File: config.mk
export PLATFORM = sky130hd
export DESIGN_NAME = dh_apb_regs
export DESIGN_NICKNAME = d
export VERILOG_FILES = /design/src/common/dh_fixed_pkg.sv /design/src/common/dh_regs_pkg.sv /design/src/verilog/dh_apb_regs.sv
export VERILOG_INCLUDE_DIRS = /design/src /design/src/common
export SDC_FILE = /design/constraint.sdc
export NUM_CORES = 1
export LEC_CHECK = 0
export BUFFER_PORTS_ARGS = -buffer_cell sky130_fd_sc_hd__buf_4
export CAP_MARGIN = 30
export CORE_AREA = 8 8 235 237
export CTS_CLUSTER_DIAMETER = 150
export DETAILED_ROUTE_END_ITERATION = 6
export DIE_AREA = 0 0 243 245
export PLACE_DENSITY_LB_ADDON = 0.15
export SETUP_SLACK_MARGIN = 0.2
export SLEW_MARGIN = 20
export SYNTH_ARGS = -nofsm -noshare
export SYNTH_HDL_FRONTEND = slang
export SYNTH_SLANG_ARGS = --single-unit
File: constraint.sdc
create_clock -name i_clk -period 2.8 [get_ports i_clk]
set_input_delay 0.56 -clock i_clk [delete_from_list [all_inputs] [get_ports i_clk]]
set_output_delay 0.56 -clock i_clk [all_outputs]
set_load 0.01 [all_outputs]
File: src/common/dh_params.svh
// DH link transform parameters
// Fixed-point widths, pipeline latencies and APB bus widths

`ifndef DH_PARAMS_SVH
`define DH_PARAMS_SVH

// Matrix entries are Q18.8, 256 is 1.0
`define DH_FIX_W      27
`define DH_FRAC_W     8
`define DH_PROD_W     54

// Pipeline latencies in enabled cycles
`define DH_MULT_LAT   2
`define DH_SINCOS_LAT 10
`define DH_LAT        12

// APB3 slave
`define DH_APB_AW     8
`define DH_APB_DW     32

// pi/2 in Q.8, largest legal angle magnitude
`define DH_ANGLE_MAX  402

`endif

File: src/common/dh_fixed_pkg.sv
// DH fixed-point types
// Entry and product types plus the Taylor coefficients for sincos

`include "dh_params.svh"

package dh_fixed_pkg;

	// One matrix entry or angle
	typedef logic signed [`DH_FIX_W-1:0] fix_t;

	// Full-width product before rounding
	typedef logic signed [`DH_PROD_W-1:0] prod_t;

	localparam fix_t FIX_ONE = fix_t'(1 << `DH_FRAC_W);

	// Horner coefficients, each rounded to Q.8
	// sin = x(1 - x^2/6 (1 - x^2/20))
	// cos = 1 - x^2/2 (1 - x^2/12)
	localparam fix_t K_INV20 = fix_t'(13);
	localparam fix_t K_INV12 = fix_t'(21);
	localparam fix_t K_INV6  = fix_t'(43);
	localparam fix_t K_INV2  = fix_t'(128);

endpackage

File: src/common/dh_regs_pkg.sv
// DH register map
// APB byte offsets of the parameter, control, status and matrix registers

`include "dh_params.svh"

package dh_regs_pkg;

	typedef logic [`DH_APB_AW-1:0] apb_addr_t;

	// Link parameters, read/write
	localparam apb_addr_t REG_THETA  = 8'h00;
	localparam apb_addr_t REG_ALPHA  = 8'h04;
	localparam apb_addr_t REG_LINK_A = 8'h08;
	localparam apb_addr_t REG_LINK_D = 8'h0C;

	// Command and state
	localparam apb_addr_t REG_CTRL   = 8'h10;
	localparam apb_addr_t REG_STATUS = 8'h14;

	// Entry r,c at MATRIX_BASE + 4*(4r+c), read only
	localparam apb_addr_t MATRIX_BASE = 8'h40;

	// Bit positions
	localparam int CTRL_START  = 0;
	localparam int STATUS_BUSY = 0;
	localparam int STATUS_DONE = 1;

endpackage

File: src/verilog/dh_apb_regs.sv
// DH APB register file
// Link parameters, start/status sequencing and the captured result matrix

`timescale 1ns/1ps
`include "dh_params.svh"

module dh_apb_regs (
	input  logic                   i_clk,
	input  logic                   i_rst_n,
	input  logic                   i_psel,
	input  logic                   i_penable,
	input  logic                   i_pwrite,
	input  logic [`DH_APB_AW-1:0]  i_paddr,
	input  logic [`DH_APB_DW-1:0]  i_pwdata,
	output logic                   o_pready,
	output logic [`DH_APB_DW-1:0]  o_prdata,
	output logic                   o_pslverr,
	input  dh_fixed_pkg::fix_t     i_m00, i_m01, i_m02, i_m03,
	input  dh_fixed_pkg::fix_t     i_m10, i_m11, i_m12, i_m13,
	input  dh_fixed_pkg::fix_t     i_m20, i_m21, i_m22, i_m23,
	input  dh_fixed_pkg::fix_t     i_m30, i_m31, i_m32, i_m33,
	output dh_fixed_pkg::fix_t     o_theta,
	output dh_fixed_pkg::fix_t     o_alpha,
	output dh_fixed_pkg::fix_t     o_link_a,
	output dh_fixed_pkg::fix_t     o_link_d,
	output logic                   o_en
);
	import dh_fixed_pkg::*;
	import dh_regs_pkg::*;

	localparam int CNT_W = $clog2(`DH_LAT + 1);
	localparam int EXT_W = `DH_APB_DW - `DH_FIX_W;

	logic                  access;
	logic                  mapped;
	logic                  read_only;
	logic                  is_matrix;
	logic                  start_busy;
	logic                  err;
	logic                  wr_ok;
	logic [3:0]            mat_idx;
	logic [`DH_APB_DW-1:0] rd_word;
	logic                  busy;
	logic                  done;
	logic [CNT_W-1:0]      cnt;
	fix_t                  theta_q;
	fix_t                  alpha_q;
	fix_t                  link_a_q;
	fix_t                  link_d_q;
	fix_t                  mat_q [16];
	fix_t                  mat_in [16];

	assign mat_in = '{i_m00, i_m01, i_m02, i_m03,
		i_m10, i_m11, i_m12, i_m13,
		i_m20, i_m21, i_m22, i_m23,
		i_m30, i_m31, i_m32, i_m33};

	assign access = i_psel && i_penable;
	assign mat_idx = i_paddr[5:2];
	assign is_matrix = (i_paddr[7:6] == MATRIX_BASE[7:6]) && (i_paddr[1:0] == 2'b00);

	// Read mux and address classification
	always_comb begin
		mapped = 1'b1;
		read_only = 1'b0;
		rd_word = '0;
		case (i_paddr)
			REG_THETA:  rd_word = {{EXT_W{theta_q[`DH_FIX_W-1]}}, theta_q};
			REG_ALPHA:  rd_word = {{EXT_W{alpha_q[`DH_FIX_W-1]}}, alpha_q};
			REG_LINK_A: rd_word = {{EXT_W{link_a_q[`DH_FIX_W-1]}}, link_a_q};
			REG_LINK_D: rd_word = {{EXT_W{link_d_q[`DH_FIX_W-1]}}, link_d_q};
			REG_CTRL:   rd_word = '0;
			REG_STATUS: begin
				read_only = 1'b1;
				rd_word[STATUS_BUSY] = busy;
				rd_word[STATUS_DONE] = done;
			end
			default: begin
				read_only = 1'b1;
				mapped = is_matrix;
				rd_word = {{EXT_W{mat_q[mat_idx][`DH_FIX_W-1]}}, mat_q[mat_idx]};
			end
		endcase
	end

	assign start_busy = (i_paddr == REG_CTRL) && i_pwdata[CTRL_START] && busy;
	assign err = access && (!mapped || (i_pwrite && (read_only || start_busy)));
	assign wr_ok = access && i_pwrite && !err;

	assign o_pready = access;
	assign o_pslverr = err;
	assign o_prdata = (access && !i_pwrite && !err) ? rd_word : '0;

	always_ff @(posedge i_clk) begin
		if (!i_rst_n) begin
			theta_q <= '0;
			alpha_q <= '0;
			link_a_q <= '0;
			link_d_q <= '0;
			busy <= 1'b0;
			done <= 1'b0;
			cnt <= '0;
			for (int k = 0; k < 16; k++) begin
				mat_q[k] <= '0;
			end
		end else begin
			if (wr_ok) begin
				case (i_paddr)
					REG_THETA:  theta_q <= i_pwdata[`DH_FIX_W-1:0];
					REG_ALPHA:  alpha_q <= i_pwdata[`DH_FIX_W-1:0];
					REG_LINK_A: link_a_q <= i_pwdata[`DH_FIX_W-1:0];
					REG_LINK_D: link_d_q <= i_pwdata[`DH_FIX_W-1:0];
					REG_CTRL: begin
						if (i_pwdata[CTRL_START]) begin
							busy <= 1'b1;
							done <= 1'b0;
							cnt <= '0;
						end
					end
					default: ;
				endcase
			end
			// One extra enabled edge so the capture sees the settled matrix
			if (busy) begin
				if (cnt == CNT_W'(`DH_LAT)) begin
					busy <= 1'b0;
					done <= 1'b1;
					mat_q <= mat_in;
				end else begin
					cnt <= cnt + 1'b1;
				end
			end
		end
	end

	assign o_theta = theta_q;
	assign o_alpha = alpha_q;
	assign o_link_a = link_a_q;
	assign o_link_d = link_d_q;
	assign o_en = busy;

	a_busy_done: assert property (@(posedge i_clk) disable iff (!i_rst_n)
		!(busy && done))
		else $error("dh_apb_regs: busy and done both set");

endmodule

==> impl_table.tex, run 1 <==
\begin{tabular}{lr}
\hline
Metric & Value \\
\hline
\multicolumn{2}{l}{\textbf{Status}} \\
Run status & complete, but fails checks \\
Violated checks & setup timing \\
\multicolumn{2}{l}{\textbf{STA}} \\
Final Critical Period & 2.85 ns \\
Highest achievable clock rate & 0.351 GHz \\
Tightest Pin Transition & 0.944 ns \\
Max Clock Skew & 0.00935 ns \\
Finish-stage setup viols & 11 \\
Final worst path period share & 102\% \\
Max Transition Viols Final & 0 \\
Setup repair after global routing missed its margin & yes \\
Worst hold slack after final layout & between 0.15 and 0.2 ns \\
Worst slew margin relative to its limit & between 30 and 40\% \\
Post-route worst setup slack & -0.0514 ns \\
Count of final hold-check violations & 0 \\
\multicolumn{2}{l}{\textbf{Floorplanning}} \\
Floorplan die area & slightly below 60,000 um\^{}2 \\
DIE HEIGHT & between 200 and 250 um \\
Core outline area & just over 50,000 um\^{}2 \\
Ports & 620 \\
Die width & about 240 um \\
Rows & 84 \\
Initial Utilization & 47.2\% \\
\multicolumn{2}{l}{\textbf{Placed design}} \\
Final weighted congestion in routability-driven placement & slightly below 0.9 \\
Detailed-placement wirelength estimate & between 60,000 and 70,000 um \\
Placed Cells incl. Taps & $\sim$3,900 \\
I/O Buffers & around 610 \\
Dpl cell area & between 30,000 and 40,000 um\^{}2 \\
\multicolumn{2}{l}{\textbf{Worst setup path}} \\
FF-to-FF setup slack & between 0.7 and 0.8 ns \\
Depth of the worst register-to-register path & 7 \\
Capture instance of the worst register-to-register path & mat\_q[47] \\
Launch instance of the worst register-to-register path & cnt[0] \\
Type of the worst setup path & in2out \\
Required arrival time at the worst endpoint & $\sim$2.2 ns \\
Cell with the largest stage delay on the worst path & sky130\_fd\_sc\_hd\_\_or3\_4 \\
Endpoint type of the worst setup path & primary output \\
Critical path launch point & i\_paddr[7] \\
Critical path data arrival time & between 2 and 2.5 ns \\
Critical-path maximum fanout & 5 \\
Crit path launch type & primary input \\
Slowest cell delay on critical path & $\sim$0.43 ns \\
Most numerous cell on the critical path & sky130\_fd\_sc\_hd\_\_buf\_6 \\
Cell chain of the critical path & buf\_8 > or3\_4 > o31ai\_4 > buf\_6 > clkbuf\_16 > o221ai\_2 > buf\_4 > a21oi\_4 > buf\_6 \\
End point of the critical path & o\_prdata[17] \\
\multicolumn{2}{l}{\textbf{Power and ir drop}} \\
Sequential power share & between 40\% and 50\% \\
Net switching power & 3.75 mW \\
Worst IR drop on VDD & between 0.4 and 0.5 mV \\
Leakage power & approximately 13 nW \\
Comb power frac & under 10\% \\
Internal Pwr Total & 13.0 mW \\
Switching share of power & between 20\% and 30\% \\
Total design power & about 17 mW \\
Part of the total power dissipated in the clock network & between 40\% and 50\% \\
Total power per unit cell area & 498 nW/um\^{}2 \\
\multicolumn{2}{l}{\textbf{Logic synthesis}} \\
Cell variety after synth & 50 \\
Proportion of synthesized flip-flops having asynchronous set or reset & 0\% \\
Top flip-flop cell by instance count after synthesis & sky130\_fd\_sc\_hd\_\_dfxtp\_1 \\
Synthesized area divided by synthesized cell count & about 8.8 um\^{}2 \\
Number of enable-type register cells in the synthesized netlist & 0 \\
Combined area of all synthesized cells & between 20,000 and 25,000 um\^{}2 \\
Portion of the post-synthesis area used by sequential elements & 44.8\% \\
Total of flip-flops plus latches after synthesis & 546 \\
Yosys warns & 0 \\
Post-Syn Nets & 3,257 \\
Synthesized netlist cell count & 2,778 \\
\multicolumn{2}{l}{\textbf{Routing}} \\
Detailed Routing Iterations Pass 1 & 5 \\
Post-route met1 wirelength & around 40,000 um \\
Mean number of vias per cell & approximately 5.5 \\
Met2 wire length & 44,200 um \\
Drt initial violations & $\sim$1,900 \\
Residual DRC count & 0 \\
Top layer used by detailed routing & met5 \\
Count of nets left with antenna violations after detail routing & 0 \\
Total via count after detailed routing & $\sim$23,000 \\
Routed wire length & approximately 94,000 um \\
Routed length on met3 & between 6000 and 7000 um \\
Average wire per cell in the routed design & approximately 23 um \\
\multicolumn{2}{l}{\textbf{CTS}} \\
Longest Clk Path Bufs & 3 \\
Number of buffers created by CTS & 56 \\
Clock H-tree levels & 2 \\
Library cell used as clock root buffer & sky130\_fd\_sc\_hd\_\_clkbuf\_16 \\
Clock tree from TritonCTS & yes \\
TritonCTS sink count & 546 \\
Hold buffer count at CTS & 0 \\
Clock latency of the later-clocked register in the worst-skew pair & 0.61 ns \\
Clock slew at reported path FFs & about 0.06 ns \\
\multicolumn{2}{l}{\textbf{GRT}} \\
Global routing usage summed across all routing layers & $\sim$30\% \\
Number of antenna violations at the first check in global routing & 9 \\
Vias in the first global route & $\sim$23,000 \\
First-pass GRT wire length & between 100,000 and 150,000 um \\
Pin count of the biggest net entering global routing & $\sim$180 \\
GRT overflow & 0 \\
\multicolumn{2}{l}{\textbf{Final layout}} \\
Final net count & 3,836 \\
Final core area utilization & between 60 and 70\% \\
Post-synthesis to final-layout area growth & 37.7\% \\
Proportion of layout cells with a drive suffix above 1 & between 30\% and 40\% \\
Most common cell after layout, fill and taps aside & sky130\_fd\_sc\_hd\_\_nand2\_1 \\
Cell area after layout & 33,600 um\^{}2 \\
Fill cell total of the finished layout & between 4,000 and 5,000 \\
Post-route insts no fill & slightly above 4,000 \\
Storage element area & 10,900 um\^{}2 \\
Total area of multi-input combinational cells & 13,200 um\^{}2 \\
Most used cells in the layout excluding fill and tap cells & sky130\_fd\_sc\_hd\_\_nand2\_1 (972), sky130\_fd\_sc\_hd\_\_buf\_4 (662), sky130\_fd\_sc\_hd\_\_dfxtp\_1 (546) \\
\multicolumn{2}{l}{\textbf{Flow run}} \\
Max-capacitance violation count & 0 \\
\multicolumn{2}{l}{\textbf{Worst hold path}} \\
Worst hold-check path type & in2reg \\
\hline
\end{tabular}
==> routing by layer <==
metal  track usage (%)  vias up
met4              13.8       10
met5                 0        -
li1                  -    10646
met1              38.0    10903
met3              5.75      188
met2              48.6      898
==> per-stage QoR <==
step           TNS, ns  setup WS [ns]
6_report        -0.288        -0.0514
5_1_grt         -0.685        -0.0607
4_1_cts        -0.0408        -0.0155
3_5_place_dp     -4.61         -0.409
3_3_place_gp     -4.25         -0.418
2_1_floorplan        0          0.214
==> worst min-delay path by stage <==
stage,endpoint,cells past startpoint,startpoint
floorplan,mat_q[355],2,mat_q[355]
global placement,mat_q[415],2,mat_q[415]
detailed placement,mat_q[364],2,mat_q[364]
CTS,o_link_a[15],3,i_pwdata[15]
global route,o_link_a[6],3,i_pwdata[6]
finish,o_link_a[3],3,i_pwdata[3]
==> cells by family (layout without fill, tap and decap cells) <==
family                     after synthesis  in the layout  synth area share [%]
adders and majority gates                2              2                 0.102
and+or+nand+nor                       1184           1184                  19.7
other                                    0              6                     0
muxes                                  161            161                  12.5
DFF                                    546            546                  44.8
AOI/OAI and AO/OA                      635            635                  18.5
buffers and inverters                  250            872                  4.46
==> registers in the layout, indices dropped and copies added, names as in the netlist <==
name / cells
o_theta: 27
o_alpha: 27
o_en: 1
mat_q: 432
cnt: 4
o_link_a: 27
o_link_d: 27
done: 1
==> cell type report <==
type | count | area share (%)
Tap cell | 688 | 2.56
Inverter | 6 | 0.0670
Sequential cell | 546 | 32.5
Multi-Input combinational cell | 1982 | 39.3
Antenna cell | 6 | 0.0446
Clock inverter | 17 | 0.580
Clock buffer | 84 | 4.93
Timing Repair Buffer | 765 | 20.0
==> synth_stat cells, types with 3 or more instances <==
cell type,instances,area [um^2]
sky130_fd_sc_hd__buf_2,33,165
sky130_fd_sc_hd__mux2_2,20,225
sky130_fd_sc_hd__a21oi_1,27,135
sky130_fd_sc_hd__a221oi_1,5,43.8
sky130_fd_sc_hd__a21boi_1,75,563
sky130_fd_sc_hd__o21ai_1,5,25.0
sky130_fd_sc_hd__a31oi_1,3,18.8
sky130_fd_sc_hd__dfxtp_1,546,10900
sky130_fd_sc_hd__mux4_2,113,2540
sky130_fd_sc_hd__clkbuf_1,171,642
sky130_fd_sc_hd__a21boi_0,357,2680
sky130_fd_sc_hd__nand2_1,1008,3780
sky130_fd_sc_hd__o31ai_1,6,45.0
sky130_fd_sc_hd__nor2b_1,8,50.1
sky130_fd_sc_hd__nand3_1,102,510
sky130_fd_sc_hd__mux2i_1,28,280
sky130_fd_sc_hd__buf_6,7,78.8
sky130_fd_sc_hd__or3_1,3,18.8
sky130_fd_sc_hd__o22ai_1,23,144
sky130_fd_sc_hd__o21ai_0,81,405
sky130_fd_sc_hd__inv_1,6,22.5
sky130_fd_sc_hd__nand3_2,14,140
sky130_fd_sc_hd__buf_1,17,63.8
sky130_fd_sc_hd__nor2_1,25,93.8
sky130_fd_sc_hd__and3_1,3,18.8
sky130_fd_sc_hd__o21ai_2,27,236
sky130_fd_sc_hd__o221ai_1,21,184
sky130_fd_sc_hd__buf_4,15,113
sky130_fd_sc_hd__nor3_1,4,20.0
==> critical path: cells and delay by family <==
family,cells,cell delay (ns)
buffers and inverters,5,0.72
AO/OA/AOI/OAI,3,0.56
AND/OR/NAND/NOR,1,0.43
==> power groups by stage <==
stage	clock (mW)	sequential, mW	combinational, mW
after global routing	8.00	7.76	1.44
after CTS	7.68	7.77	1.33
after floorplan	0	7.94	0.421
final	7.59	7.77	1.38
after global placement	0	7.94	1.21
after detailed placement	0	7.94	1.22
==> what timing repair did <==
action	4_1_cts	5_1_grt
pin swaps	36	12
setup buffers	18	12
resized for setup	175	43
gates cloned	7	4
setup endpoints to repair	32	33
Power figures use the tool's default switching activity.
==> run 2: changes to the inputs <==
--- a/config.mk
+++ b/config.mk
@@ -13,6 +13,7 @@
 export DETAILED_ROUTE_END_ITERATION = 6
 export DIE_AREA = 0 0 243 245
 export PLACE_DENSITY_LB_ADDON = 0.15
+export RECOVER_POWER = 100
 export SETUP_SLACK_MARGIN = 0.2
 export SLEW_MARGIN = 20
 export SYNTH_ARGS = -nofsm -noshare
==> impl_table.tex, run 2 (synthesis results as in run 1) <==
\begin{tabular}{lr}
\hline
Metric & Value \\
\hline
\multicolumn{2}{l}{\textbf{Status}} \\
Run status & complete, but fails checks \\
Violated checks & setup timing \\
\multicolumn{2}{l}{\textbf{Final layout}} \\
Final net count & 3,836 (unchanged) \\
Cell area after layout & 33,000 um\^{}2 (-1.9\%) \\
Post-route insts no fill & 4,094 (unchanged) \\
Number of flip-flops in the largest register & 432 (unchanged) \\
Most used cells in the layout excluding fill and tap cells & sky130\_fd\_sc\_hd\_\_nand2\_1 (972), sky130\_fd\_sc\_hd\_\_dfxtp\_1 (546), sky130\_fd\_sc\_hd\_\_buf\_4 (543) \\
Proportion of layout cells with a drive suffix above 1 & 29.5\% (-4.3 points) \\
Most common cell after layout, fill and taps aside & sky130\_fd\_sc\_hd\_\_nand2\_1 \\
Post-synthesis to final-layout area growth & 35.0\% \\
Register bank with the most flops & mat\_q \\
\multicolumn{2}{l}{\textbf{Worst setup path}} \\
Endpoint type of the worst setup path & primary output \\
Required arrival time at the worst endpoint & 2.24 ns (about the same) \\
Critical path data arrival time & 2.29 ns (about the same) \\
Launch instance of the worst register-to-register path & cnt[0] \\
Type of the worst setup path & in2out \\
Crit path launch type & primary input \\
FF-to-FF setup slack & 0.18 ns (-0.53 ns) \\
Critical path launch point & i\_paddr[7] \\
Critical-path maximum fanout & 5 (unchanged) \\
\multicolumn{2}{l}{\textbf{STA}} \\
Max Transition Viols Final & 0 (unchanged) \\
Count of final hold-check violations & 0 (unchanged) \\
Highest achievable clock rate & 0.351 GHz (+0.17\%) \\
Worst hold slack after final layout & 0.185 ns (-0.00129 ns) \\
Final Critical Period & 2.85 ns (-0.00492 ns) \\
Finish-stage setup viols & 13 (+2) \\
Tightest Pin Transition & 1.42 ns (+0.473 ns) \\
Worst slew margin relative to its limit & 5.55\% (-32 points) \\
Setup repair after global routing missed its margin & yes \\
Post-route worst setup slack & -0.0465 ns (+0.00492 ns) \\
Max Clock Skew & 0.00719 ns (-0.00216 ns) \\
Final worst path period share & 102\% (-0.18 points) \\
\multicolumn{2}{l}{\textbf{Power and ir drop}} \\
Total design power & 16.7 mW (-0.15\%) \\
Total power per unit cell area & 507 nW/um\^{}2 (+1.8\%) \\
Worst IR drop on VDD & 0.486 mV (about the same) \\
Leakage power & 12.0 nW (-4.7\%) \\
\multicolumn{2}{l}{\textbf{Routing}} \\
Count of nets left with antenna violations after detail routing & 0 (unchanged) \\
Routed wire length & 94,000 um (about the same) \\
Drt initial violations & 1,812 (-6.5\%) \\
Total via count after detailed routing & 22,705 (+0.26\%) \\
Detailed Routing Iterations Pass 1 & 5 (unchanged) \\
Residual DRC count & 0 (unchanged) \\
Average wire per cell in the routed design & 23.0 um (about the same) \\
Mean number of vias per cell & 5.55 (+0.26\%) \\
\multicolumn{2}{l}{\textbf{CTS}} \\
Clock tree from TritonCTS & yes \\
Clock H-tree levels & 2 (unchanged) \\
Library cell used as clock root buffer & sky130\_fd\_sc\_hd\_\_clkbuf\_16 \\
TritonCTS sink count & 546 (unchanged) \\
Hold buffer count at CTS & 0 (unchanged) \\
Clock latency of the later-clocked register in the worst-skew pair & 0.61 ns (about the same) \\
Clock slew at reported path FFs & 0.06 ns (about the same) \\
Number of buffers created by CTS & 56 (unchanged) \\
Longest Clk Path Bufs & 3 (unchanged) \\
\multicolumn{2}{l}{\textbf{Floorplanning}} \\
Floorplan die area & 59,500 um\^{}2 (unchanged) \\
Ports & 620 (unchanged) \\
Die width & 243 um (unchanged) \\
Rows & 84 (unchanged) \\
Core outline area & 51,700 um\^{}2 (unchanged) \\
Initial Utilization & 47.2\% (unchanged) \\
DIE HEIGHT & 245 um (unchanged) \\
\multicolumn{2}{l}{\textbf{GRT}} \\
Global routing usage summed across all routing layers & 29.8\% (unchanged) \\
Pin count of the biggest net entering global routing & 182 (unchanged) \\
Vias in the first global route & 22,773 (unchanged) \\
GRT overflow & 0 (unchanged) \\
First-pass GRT wire length & 137,000 um (unchanged) \\
Number of antenna violations at the first check in global routing & 9 (unchanged) \\
\multicolumn{2}{l}{\textbf{Worst hold path}} \\
Worst hold-check path type & in2reg \\
Min-Delay Startpoint & i\_pwdata[25] \\
\multicolumn{2}{l}{\textbf{Placed design}} \\
Dpl cell area & 30,100 um\^{}2 (unchanged) \\
DP Worst Slack & -0.409 ns (unchanged) \\
Detailed-placement wirelength estimate & 69,700 um (unchanged) \\
Placed Cells incl. Taps & 3,946 (unchanged) \\
Final weighted congestion in routability-driven placement & 0.889 (unchanged) \\
I/O Buffers & 614 (unchanged) \\
\multicolumn{2}{l}{\textbf{Flow run}} \\
Max-capacitance violation count & 0 (unchanged) \\
\hline
\end{tabular}
run 2: area by class of cell:
type                    count  area [um^2]
inverters                   6         22.5
multi-input cells        1982        13100
fillers                  4452        18700
well taps                 688          861
flip-flops and latches    546        10900
repair buffers            765         6190
clock buffers              84         1660
diodes                      6         15.0
clock inverters            17          195
run 2: worst paths after layout:
path	endpoint	cells past startpoint
setup / recovery	o_prdata[17]	9
hold / removal	o_link_a[25]	3
setup reg to reg	mat_q[425]	8
hold reg to reg	mat_q[364]	2
run 2: worst max-delay path: stages:
cell and delay (ns):
sky130_fd_sc_hd__buf_8 0.11, sky130_fd_sc_hd__or3_4 0.43, sky130_fd_sc_hd__o31ai_4 0.32, sky130_fd_sc_hd__buf_6 0.18, sky130_fd_sc_hd__clkbuf_16 0.15, sky130_fd_sc_hd__o221ai_2 0.08
sky130_fd_sc_hd__buf_4 0.16, sky130_fd_sc_hd__a21oi_4 0.16, sky130_fd_sc_hd__buf_6 0.12
run 2: repair_timing:
| item | 4_1_cts | 5_1_grt |
|---|---|---|
| setup buffers | 18 | 12 |
| gates resized for setup | 175 | 43 |
| pin swaps | 36 | 12 |
| setup endpoints to repair | 32 | 33 |
| cloned | 7 | 4 |
run 2: through the flow:
step           TNS (ns)  utilization, %
5_1_grt          -0.799            63.8
3_5_place_dp      -4.61            58.3
6_report         -0.337            63.8
4_1_cts         -0.0408            64.2
2_1_floorplan         0               -
3_3_place_gp      -4.25            58.3
run 2: power breakdown:
part	switching, mW	internal [mW]
sequential	0.000538	7.77
clock	3.14	4.44
combinational	0.585	0.780
run 2: per-layer routing:
layer | track usage (%) | wire, um | part of all wire, %
met3 | 5.75 | 6850 | 7.3
met4 | 13.8 | 4360 | 4.6
met5 | 0 | 63 | 0.067
met2 | 48.6 | 44300 | 47
met1 | 38.0 | 38500 | 41
